<file path="config.mk">
export PLATFORM = sky130hd
export DESIGN_NAME = tdc_top
export DESIGN_NICKNAME = d
export VERILOG_FILES = /design/src/source/tdc_meas_pkg.sv /design/src/source/tdc_bus_pkg.sv /design/src/source/tdc_channel.sv /design/src/source/tdc_write_arbiter.sv /design/src/source/tdc_event_fifo.sv /design/src/source/tdc_regs.sv /design/src/source/tdc_top.sv
export SDC_FILE = /design/constraint.sdc
export NUM_CORES = 1
export LEC_CHECK = 0
export BUFFER_PORTS_ARGS = -buffer_cell sky130_fd_sc_hd__buf_2
export CAP_MARGIN = 30
export CORE_MARGIN = 4
export CORE_UTILIZATION = 35
export CTS_CLUSTER_SIZE = 12
export DETAILED_ROUTE_END_ITERATION = 7
export PLACE_DENSITY = 0.61
export SYNTH_ARGS = -nofsm -noshare
export SYNTH_HDL_FRONTEND = slang
export SYNTH_SLANG_ARGS = --single-unit
</file>
<file path="constraint.sdc">
create_clock -name DV_CLK -period 12.2 [get_ports DV_CLK]
set_input_delay 2.44 -clock DV_CLK [delete_from_list [all_inputs] [get_ports DV_CLK]]
set_output_delay 2.44 -clock DV_CLK [all_outputs]
set_load 0.05 [all_outputs]
</file>
<file path="src/source/tdc_meas_pkg.sv">
// TDC measurement package with sample word, pulse length and channel state types
`default_nettype none

package tdc_meas_pkg;

    // Deserialized input word
    localparam int SAMPLES_PER_WORD = 16;            // Samples per DV_CLK cycle

    typedef logic [SAMPLES_PER_WORD-1:0] sample_word_t; // Bit 0 is the earliest sample

    // Number of ones found in one word, 0 to 16
    typedef logic [4:0] word_cnt_t;

    // Pulse length in samples
    typedef logic [11:0] tdc_value_t;                // 0 is error, 4095 is overflow
    typedef logic [12:0] tdc_acc_t;                  // Accumulator with overflow bit

    localparam tdc_acc_t TDC_MAX = 13'd4095;         // Saturation value

    typedef logic [15:0] timestamp_t;
    typedef logic [15:0] event_cnt_t;                // Per channel event number
    typedef logic        chan_id_t;

    typedef enum logic [1:0] {
        IDLE,                                        // Waiting for a pulse or an arm
        ARMED,                                       // Armed for a single measurement
        COUNT,                                       // Pulse spans word boundary
        HANDSHAKE                                    // Record handed to the arbiter
    } chan_state_t;

endpackage

`default_nettype wire

</file>
<file path="src/source/tdc_bus_pkg.sv">
// TDC bus package with the event record, configuration and host register map
`default_nettype none

package tdc_bus_pkg;

    import tdc_meas_pkg::*;

    typedef logic [3:0] data_id_t;

    localparam data_id_t DATA_IDENTIFIER_BASE = 4'b0100; // Channel 1 adds one

    // Record as written to the event FIFO
    typedef struct packed {
        data_id_t   identifier;
        timestamp_t stamp;                           // Event count or timestamp
        tdc_value_t value;
    } tdc_record_t;

    typedef struct packed {
        logic [3:0] spare;
        logic       invert;                          // Invert input samples
        logic       write_ts;                        // Stamp holds timestamp
        logic       arm_mode;                        // Single measurement after arm
        logic       enable;
    } tdc_config_t;

    // Host bus
    typedef logic [7:0] bus_addr_t;
    typedef logic [7:0] bus_data_t;

    localparam bus_addr_t ADDR_RESET_VERSION = 8'd0;
    localparam bus_addr_t ADDR_CONFIG        = 8'd1;
    localparam bus_addr_t ADDR_EVENT_LO      = 8'd2;
    localparam bus_addr_t ADDR_EVENT_HI      = 8'd3;
    localparam bus_addr_t ADDR_LOST          = 8'd4;
    localparam bus_addr_t ADDR_FILL          = 8'd5;

    localparam bus_data_t VERSION = 8'd2;

    typedef logic [31:0] event_total_t;              // Finished events of all channels

    // Event FIFO
    localparam int FIFO_DEPTH = 8;
    typedef logic [2:0] fifo_ptr_t;
    typedef logic [3:0] fifo_level_t;
    typedef logic [7:0] lost_cnt_t;                  // Saturating

    localparam int NUM_CHANNELS = 2;

endpackage

`default_nettype wire

</file>
<file path="src/source/tdc_channel.sv">
// TDC channel measuring pulse lengths in samples and handing records to the arbiter
`timescale 1ns/1ps
`default_nettype none

module tdc_channel import tdc_meas_pkg::*, tdc_bus_pkg::*; (
    input  wire logic        DV_CLK,
    input  wire logic        RST_SYNC,
    input  wire sample_word_t samples,
    input  wire chan_id_t    chan,                   // Tied at the top
    input  wire tdc_config_t cfg,
    input  wire logic        arm,
    input  wire timestamp_t  timestamp,
    input  wire logic        clear,
    output logic             finish,
    output logic             rec_req,
    input  wire logic        rec_ack,
    output tdc_record_t      rec
);

    chan_state_t  state;
    sample_word_t word;
    word_cnt_t    ones;                              // Ones of the pulse in this word
    logic         seen;
    logic         edge_seen;                         // Pulse ended inside this word
    logic         multi_err;                         // Another one after the falling edge
    logic         start_ok;
    logic         pulse_end;
    tdc_acc_t     acc;
    tdc_acc_t     acc_sum;
    tdc_acc_t     acc_next;
    timestamp_t   ts_start;
    timestamp_t   ts_sel;
    event_cnt_t   event_cnt;
    tdc_record_t  rec_next;

    // Scan the word from the earliest sample
    always_comb begin
        word      = cfg.invert ? ~samples : samples;
        seen      = (state == COUNT);                // Running pulse continues at bit 0
        edge_seen = 1'b0;
        multi_err = 1'b0;
        ones      = '0;
        for (int i = 0; i < SAMPLES_PER_WORD; i++) begin
            if (word[i]) begin
                if (edge_seen) begin
                    multi_err = 1'b1;
                end else begin
                    seen = 1'b1;
                    ones = ones + 1'b1;
                end
            end else if (seen) begin
                edge_seen = 1'b1;
            end
        end
    end

    assign start_ok  = cfg.enable && (|word) &&
                       ((state == IDLE && !cfg.arm_mode) || state == ARMED);
    assign pulse_end = (start_ok || state == COUNT) && edge_seen;
    assign finish    = pulse_end;

    // Length so far, restarted when a new pulse begins
    assign acc_sum  = ((state == COUNT) ? acc : '0) + tdc_acc_t'(ones);
    assign acc_next = (acc_sum > TDC_MAX) ? TDC_MAX : acc_sum; // Clamp overflow

    assign ts_sel = (state == COUNT) ? ts_start : timestamp;

    always_comb begin
        rec_next.identifier = DATA_IDENTIFIER_BASE + data_id_t'(chan);
        rec_next.stamp      = cfg.write_ts ? ts_sel : event_cnt + 1'b1;
        rec_next.value      = multi_err ? '0 : tdc_value_t'(acc_next);
    end

    always_ff @(posedge DV_CLK) begin
        if (RST_SYNC || clear) begin
            state     <= IDLE;
            rec_req   <= 1'b0;
            event_cnt <= '0;
        end else begin
            case (state)
                IDLE: begin
                    if (pulse_end) begin
                        state <= HANDSHAKE;
                    end else if (start_ok) begin
                        state <= COUNT;
                    end else if (cfg.enable && cfg.arm_mode && arm) begin
                        state <= ARMED;
                    end
                end
                ARMED: begin
                    if (pulse_end) begin
                        state <= HANDSHAKE;
                    end else if (start_ok) begin
                        state <= COUNT;
                    end else if (!cfg.enable) begin
                        state <= IDLE;               // Disarm when disabled
                    end
                end
                COUNT: begin
                    if (pulse_end) begin
                        state <= HANDSHAKE;
                    end
                end
                HANDSHAKE: begin
                    if (rec_req && rec_ack) begin
                        rec_req <= 1'b0;             // Record taken
                    end else if (!rec_req && !rec_ack) begin
                        state <= IDLE;               // Arbiter released ack
                    end
                end
                default: state <= IDLE;
            endcase
            if (pulse_end) begin
                rec_req   <= 1'b1;
                event_cnt <= event_cnt + 1'b1;
            end
        end
    end

    always_ff @(posedge DV_CLK) begin
        if (start_ok || state == COUNT) begin
            acc <= acc_next;
        end
        if (start_ok) begin
            ts_start <= timestamp;
        end
        if (pulse_end) begin
            rec <= rec_next;                         // Held while req is high
        end
    end

endmodule

`default_nettype wire

</file>
<file path="src/source/tdc_write_arbiter.sv">
// Round-robin arbiter taking channel records by req/ack and writing them to the FIFO
`timescale 1ns/1ps
`default_nettype none

module tdc_write_arbiter import tdc_meas_pkg::*, tdc_bus_pkg::*; (
    input  wire logic                    DV_CLK,
    input  wire logic                    RST_SYNC,
    input  wire logic [NUM_CHANNELS-1:0] rec_req,
    input  wire tdc_record_t             rec [NUM_CHANNELS],
    output logic [NUM_CHANNELS-1:0]      rec_ack,
    output logic                         wr_en,
    output tdc_record_t                  wr_data
);

    chan_id_t last;                                  // Channel served last
    chan_id_t grant_idx;
    logic     grant_valid;

    // First requester after the last served one
    always_comb begin
        chan_id_t idx;
        grant_valid = 1'b0;
        grant_idx   = last;
        for (int i = 1; i <= NUM_CHANNELS; i++) begin
            idx = chan_id_t'(int'(last) + i);
            if (!grant_valid && rec_req[idx]) begin
                grant_valid = 1'b1;
                grant_idx   = idx;
            end
        end
    end

    always_ff @(posedge DV_CLK) begin
        if (RST_SYNC) begin
            rec_ack <= '0;
            wr_en   <= 1'b0;
            last    <= chan_id_t'(NUM_CHANNELS - 1); // Channel 0 first
        end else begin
            wr_en <= 1'b0;
            if (|rec_ack) begin
                rec_ack <= rec_ack & rec_req;        // Hold ack until req drops
            end else if (grant_valid) begin
                rec_ack[grant_idx] <= 1'b1;
                wr_en              <= 1'b1;          // Single write per handshake
                last               <= grant_idx;
            end
        end
    end

    always_ff @(posedge DV_CLK) begin
        if (!(|rec_ack) && grant_valid) begin
            wr_data <= rec[grant_idx];
        end
    end

endmodule

`default_nettype wire

</file>
<file path="src/source/tdc_event_fifo.sv">
// Shared event FIFO with show-ahead read port, fill level and lost record counter
`timescale 1ns/1ps
`default_nettype none

module tdc_event_fifo import tdc_bus_pkg::*; (
    input  wire logic        DV_CLK,
    input  wire logic        RST_SYNC,
    input  wire logic        wr_en,
    input  wire tdc_record_t wr_data,
    input  wire logic        clear,
    input  wire logic        fifo_read,
    output logic             fifo_empty,
    output tdc_record_t      fifo_data,
    output fifo_level_t      fill,
    output lost_cnt_t        lost_cnt
);

    tdc_record_t mem [FIFO_DEPTH];
    fifo_ptr_t   wr_ptr;
    fifo_ptr_t   rd_ptr;
    fifo_level_t level;
    logic        full;
    logic        do_wr;
    logic        do_rd;

    assign full       = (level == fifo_level_t'(FIFO_DEPTH));
    assign fifo_empty = (level == '0);
    assign fifo_data  = mem[rd_ptr];                 // Oldest record shown ahead
    assign fill       = level;

    assign do_wr = wr_en && !full;
    assign do_rd = fifo_read && !fifo_empty;

    always_ff @(posedge DV_CLK) begin
        if (RST_SYNC || clear) begin
            wr_ptr   <= '0;
            rd_ptr   <= '0;
            level    <= '0;
            lost_cnt <= '0;
        end else begin
            if (do_wr) begin
                wr_ptr <= wr_ptr + 1'b1;             // Wraps at depth
            end
            if (do_rd) begin
                rd_ptr <= rd_ptr + 1'b1;
            end
            case ({do_wr, do_rd})
                2'b10:   level <= level + 1'b1;
                2'b01:   level <= level - 1'b1;
                default: level <= level;
            endcase
            if (wr_en && full && lost_cnt != '1) begin
                lost_cnt <= lost_cnt + 1'b1;         // Record dropped
            end
        end
    end

    always_ff @(posedge DV_CLK) begin
        if (do_wr) begin
            mem[wr_ptr] <= wr_data;
        end
    end

endmodule

`default_nettype wire

</file>
<file path="src/source/tdc_regs.sv">
// Host register file with configuration, soft clear, version, event and lost counters
`timescale 1ns/1ps
`default_nettype none

module tdc_regs import tdc_meas_pkg::*, tdc_bus_pkg::*; (
    input  wire logic                    DV_CLK,
    input  wire logic                    RST_SYNC,
    input  wire bus_addr_t               bus_addr,
    input  wire logic                    bus_wr,
    input  wire logic                    bus_rd,
    input  wire bus_data_t               bus_wdata,
    output bus_data_t                    bus_rdata,
    input  wire logic [NUM_CHANNELS-1:0] finish,
    input  wire fifo_level_t             fill,
    input  wire lost_cnt_t               lost_cnt,
    output tdc_config_t                  cfg,
    output logic                         clear
);

    event_total_t event_total;
    event_cnt_t   event_view;                        // Saturated low part of the total
    event_cnt_t   event_snap;                        // Latched on low byte read

    assign clear = bus_wr && (bus_addr == ADDR_RESET_VERSION); // Soft clear pulse

    assign event_view = (|event_total[31:16]) ? '1 : event_total[15:0];

    always_ff @(posedge DV_CLK) begin
        if (RST_SYNC || clear) begin
            cfg <= '0;
        end else if (bus_wr && bus_addr == ADDR_CONFIG) begin
            cfg <= tdc_config_t'(bus_wdata);
        end
    end

    // Both channels may finish in the same cycle
    always_ff @(posedge DV_CLK) begin
        if (RST_SYNC || clear) begin
            event_total <= '0;
            event_snap  <= '0;
        end else begin
            event_total <= event_total + event_total_t'(finish[0]) +
                           event_total_t'(finish[1]);
            if (bus_rd && bus_addr == ADDR_EVENT_LO) begin
                event_snap <= event_view;
            end
        end
    end

    always_ff @(posedge DV_CLK) begin
        if (RST_SYNC) begin
            bus_rdata <= '0;
        end else if (bus_rd) begin
            case (bus_addr)
                ADDR_RESET_VERSION: bus_rdata <= VERSION;
                ADDR_CONFIG:        bus_rdata <= bus_data_t'(cfg);
                ADDR_EVENT_LO:      bus_rdata <= event_view[7:0];
                ADDR_EVENT_HI:      bus_rdata <= event_snap[15:8]; // Same snapshot
                ADDR_LOST:          bus_rdata <= lost_cnt;
                ADDR_FILL:          bus_rdata <= bus_data_t'(fill);
                default:            bus_rdata <= '0;
            endcase
        end
    end

endmodule

`default_nettype wire

</file>
<file path="src/source/tdc_top.sv">
// Two-channel TDC readout joining channels, write arbiter, event FIFO and registers
`timescale 1ns/1ps
`default_nettype none

module tdc_top import tdc_meas_pkg::*, tdc_bus_pkg::*; (
    input  wire logic         DV_CLK,
    input  wire logic         RST_SYNC,
    input  wire sample_word_t samples0,
    input  wire sample_word_t samples1,
    input  wire logic         arm,
    input  wire timestamp_t   timestamp,
    input  wire bus_addr_t    bus_addr,
    input  wire logic         bus_wr,
    input  wire logic         bus_rd,
    input  wire bus_data_t    bus_wdata,
    output bus_data_t         bus_rdata,
    input  wire logic         fifo_read,
    output logic              fifo_empty,
    output tdc_record_t       fifo_data
);

    sample_word_t              samples_arr [NUM_CHANNELS];
    tdc_config_t               cfg;
    logic                      clear;
    logic [NUM_CHANNELS-1:0]   finish;
    logic [NUM_CHANNELS-1:0]   rec_req;
    logic [NUM_CHANNELS-1:0]   rec_ack;
    tdc_record_t               rec [NUM_CHANNELS];
    logic                      wr_en;
    tdc_record_t               wr_data;
    fifo_level_t               fill;
    lost_cnt_t                 lost_cnt;

    assign samples_arr[0] = samples0;
    assign samples_arr[1] = samples1;

    for (genvar g = 0; g < NUM_CHANNELS; g++) begin : g_chan
        tdc_channel i_tdc_channel (
            .DV_CLK    (DV_CLK),
            .RST_SYNC  (RST_SYNC),
            .samples   (samples_arr[g]),
            .chan      (chan_id_t'(g)),              // Selects the record identifier
            .cfg       (cfg),
            .arm       (arm),
            .timestamp (timestamp),
            .clear     (clear),
            .finish    (finish[g]),
            .rec_req   (rec_req[g]),
            .rec_ack   (rec_ack[g]),
            .rec       (rec[g])
        );
    end

    tdc_write_arbiter i_tdc_write_arbiter (
        .DV_CLK   (DV_CLK),
        .RST_SYNC (RST_SYNC),
        .rec_req  (rec_req),
        .rec      (rec),
        .rec_ack  (rec_ack),
        .wr_en    (wr_en),
        .wr_data  (wr_data)
    );

    tdc_event_fifo i_tdc_event_fifo (
        .DV_CLK     (DV_CLK),
        .RST_SYNC   (RST_SYNC),
        .wr_en      (wr_en),
        .wr_data    (wr_data),
        .clear      (clear),
        .fifo_read  (fifo_read),
        .fifo_empty (fifo_empty),
        .fifo_data  (fifo_data),
        .fill       (fill),
        .lost_cnt   (lost_cnt)
    );

    tdc_regs i_tdc_regs (
        .DV_CLK    (DV_CLK),
        .RST_SYNC  (RST_SYNC),
        .bus_addr  (bus_addr),
        .bus_wr    (bus_wr),
        .bus_rd    (bus_rd),
        .bus_wdata (bus_wdata),
        .bus_rdata (bus_rdata),
        .finish    (finish),
        .fill      (fill),
        .lost_cnt  (lost_cnt),
        .cfg       (cfg),
        .clear     (clear)
    );

endmodule

`default_nettype wire

</file>
==> impl_metrics.py <==
metrics = {
    "power_and_ir_drop": {
        "cellPowerDensity_mw_per_mm2": 114,
        "p_clk_frac": 0.391,
        "p_leak_nw": 11.0,
        "ir_drop_uv": 99.0,
        "p_sw_w": 0.000859,
        "pwr-share-comb": 0.116,
        "power_frac_seq": 0.494,
        "swShare": 0.237,
        "p_int_w": 0.00277,
    },
    "drt": {
        "drtIter0Drc": 1417,
        "dr.pass1.iters": 5,
        "final_antenna_net_count": 0,
        "drt-wirelength-per-cell_um": 18.5,
        "wirelength_um": 69300,
        "vias_per_cell": 5.40,
        "drc_errors": 0,
        "vias": 20300,
    },
    "synth": {
        "async_reset_ff_frac": 0,
        "ys_warn_count": 0,
        "synth.top_cell.area_share": 0.408,
        "yosys_most_used_dff": "edfxtp_1",
        "synth_seq_cells": 494,
        "ys_top_cells_by_area": "edfxtp_1, dfxtp_1, mux4_2, nor2_1, xor2_1",
        "synth_area_leader_cell": "edfxtp_1",
        "synth-seq-area-share": 0.494,
        "synthCells": 2519,
        "syn_area_mm2": 0.0276,
        "yosysUniqueCellTypes": 118,
        "synth_edf_count": 375,
        "syn_avg_cell_area_um2": 11.0,
    },
    "worst_setup_path": {
        "ff2ff_path_depth": 52,
        "cpPeakStageDelay_ns": 0.48,
        "arrival_ns": 12.25,
        "cp-end-kind": "flop",
        "r2r_end": "g_chan[1].i_tdc_channel.rec[11]$_SDFFCE_PP0P_",
        "worst-path-max-fanout": 4,
        "required_ns": 12.66,
        "cp_slowest_cell": "or4_4",
        "r2r_slack_ns": 1.59,
        "cp-start-kind": "primary input",
        "timing.rr.start": "g_chan[1].i_tdc_channel.state[1]$_SDFFE_PP0P_",
        "critPathKind": "in2reg",
        "crit_start": "samples0[1]",
    },
    "clock_tree": {
        "ctsLongestPathBuffers": 3,
        "tritoncts": "yes",
        "cts_num_sinks": 494,
        "ctsRootBufferMaster": "clkbuf_16",
        "htree_levels": 2,
        "ctsHoldBuffers": 0,
        "clk_pin_slew_worst_paths_ns": 0.06,
        "insertion_delay_ns": 0.61,
        "numCtsBuffers": 50,
    },
    "sta": {
        "clock_skew_ns": 0.0376,
        "worst_slew_pin_slew_ns": 0.958,
        "maxSlewHeadroom": 0.361,
        "drv_slew": 0,
        "max_freq_mhz": 84.9,
        "min_period_ns": 11.78,
        "fin_hold_ws_ns": 0.486,
        "finalCritPeriodShare": 0.966,
        "setup_viol": 0,
        "hold_viol_final": 0,
        "setup_slack_ns": 0.416,
    },
    "layout": {
        "final_common_cell": "edfxtp_1",
        "drive_gt1_frac": 0.209,
        "syn_to_final_growth_pct": 15.0,
        "finalCoreUtilization": 0.408,
        "final_cell_mix": "edfxtp_1, nor2_1, nand2_1, buf_4, dfxtp_1",
        "final_area_mm2": 0.0318,
        "final_nets": 2790,
    },
    "global_route": {
        "busiest_layer": "met2",
        "grt_pass1_vias": 19800,
        "grt_usage": 0.160,
        "grt_use_met3": 0.0341,
        "grt_use_met1": 0.219,
        "grt_pass1_wl_um": 108000,
        "antenna_found_initial": 13,
        "grt_max_degree": 76,
        "grt-ovfl-total": 0,
        "grt_util_met2": 0.263,
    },
    "floorplanning": {
        "pin_count": 111,
        "dieHeight_um": 289,
        "rows": 102,
        "dieArea_mm2": 0.0835,
        "core-area_mm2": 0.0778,
        "die_w_um": 289,
        "initial_core_util": 0.355,
    },
    "placement": {
        "dpl_worst_slack_ns": -0.457,
        "place_congestion": 0.914,
        "place_area_mm2": 0.0299,
        "dpl.hpwl_um": 47900,
        "io_buffer_count": 107,
    },
    "worst_hold_path": {
        "worstHoldPathCells": 2,
        "worstHoldPathType": "reg2reg",
        "hp-start": "i_tdc_event_fifo.rd_ptr[1]$_SDFFE_PP0P_",
    },
    "job": {
        "cap_viol_max_count": 0,
    },
    "run_status": {
        "status": "finished clean",
    },
}
==> critical path, delay by kind of cell <==
kind / cells / cell delay, ns
xor+xnor: 1 / 0.13
buf+inv: 5 / 0.60
compound gates: 17 / 2.54
fa+ha+maj: 10 / 2.61
simple gates: 18 / 2.74
mux: 5 / 1.16
==> timing repair <==
action                     in CTS  in global routing
setup buffers                   0                 11
setup endpoints to repair       0                 48
gates resized for setup         0                 50
==> cell usage after synthesis (7+ instances only) <==
cell / count
edfxtp_1: 375
nor2_1: 266
nand2_1: 229
dfxtp_1: 119
a21oi_1: 116
xor2_1: 102
xnor2_1: 80
clkbuf_1: 79
o21ai_0: 73
inv_1: 70
nand3_1: 69
mux2_2: 67
mux4_2: 58
a31oi_1: 47
ha_1: 45
and3_1: 44
nor2b_1: 43
nor3_1: 38
and2_1: 35
mux2i_1: 35
nand2b_1: 32
o22ai_1: 28
buf_2: 26
or3_1: 25
a211oi_1: 20
a22oi_1: 20
o211ai_1: 20
nand4_1: 17
buf_1: 16
nor4_1: 16
or2_2: 16
a21o_1: 14
and4_1: 12
o21a_1: 11
a211o_1: 9
nand3b_1: 9
a221oi_1: 8
a32oi_1: 8
o31ai_1: 8
or4_1: 8
a22o_1: 7
o21ai_1: 7
o22a_1: 7
==> per-stage QoR <==
stage	cells	total power, W	TNS [ns]
after floorplan	2522	0.00210	0
after global placement	3645	0.00220	-3.84
after detailed placement	3647	0.00221	-9.50
after CTS	3735	0.00363	0
after global routing	3747	0.00377	-0.165
final	3756	0.00363	0
==> per-layer routing <==
| metal | share of wire | up-vias | wire, µm |
|---|---|---|---|
| met2 | 0.47 | 503 | 32700 |
| met3 | 0.071 | 80 | 4900 |
| met4 | 0.015 | 8 | 1030 |
| met1 | 0.44 | 9997 | 30600 |
| met5 | 0.00079 | - | 55 |
| li1 | - | 9683 | - |
==> cells by family (layout without fill, tap and decap cells) <==
family	count (synthesis)	in the layout	share of synthesized area
compound gates	504	504	0.129
xor+xnor	199	199	0.0708
fa+ha+maj	50	50	0.0237
buf+inv	209	394	0.0323
flops	494	494	0.494
mux	161	161	0.0877
other cells	2	14	0.000272
simple gates	900	900	0.162
==> state kept, by name, indices dropped and copies added, names as in the netlist, 8 cells and up, named ones only <==
name                            count
g_chan.i_tdc_channel.rec           56
i_tdc_write_arbiter.wr_data        29
g_chan.i_tdc_channel.acc           26
i_tdc_regs.event_total             32
i_tdc_regs.cfg                      8
i_tdc_event_fifo.lost_cnt           8
i_tdc_regs.event_snap               8
g_chan.i_tdc_channel.ts_start      32
i_tdc_event_fifo.mem              232
g_chan.i_tdc_channel.event_cnt     32
i_tdc_regs.bus_rdata                8
==> worst max-delay path by stage <==
stage | endpoint | slack [ns] | cells after the start
global route | g_chan[0].i_tdc_channel.rec[8]$_SDFFCE_PP0P_ | -0.07 | 57
CTS | g_chan[0].i_tdc_channel.rec[11]$_SDFFCE_PP0P_ | 0.12 | 56
detailed placement | g_chan[0].i_tdc_channel.rec[11]$_SDFFCE_PP0P_ | -0.46 | 56
global placement | g_chan[0].i_tdc_channel.rec[8]$_SDFFCE_PP0P_ | -0.27 | 57
finish | g_chan[0].i_tdc_channel.rec[11]$_SDFFCE_PP0P_ | 0.42 | 56
floorplan | g_chan[1].i_tdc_channel.rec[0]$_SDFFCE_PP0P_ | 0.01 | 53
==> final cells by class <==
| cell class | count | area (µm²) |
|---|---|---|
| fillers | 7376 | 46100 |
| flip-flops and latches | 494 | 13700 |
| multi-input cells | 1819 | 13500 |
| repair buffers | 230 | 1520 |
| clock buffers | 74 | 1390 |
| well taps | 1040 | 1300 |
| inverters | 76 | 285 |
| clock inverters | 14 | 125 |
| diodes | 9 | 22.5 |
==> power by group through the flow <==
stage	combinational [W]	sequential [W]	clock (W)
after CTS	0.000390	0.00179	0.00145
after global placement	0.000377	0.00183	0
final	0.000420	0.00179	0.00142
after floorplan	0.000277	0.00183	0
after global routing	0.000459	0.00179	0.00152
after detailed placement	0.000387	0.00183	0
Power figures use the tool's default switching activity.
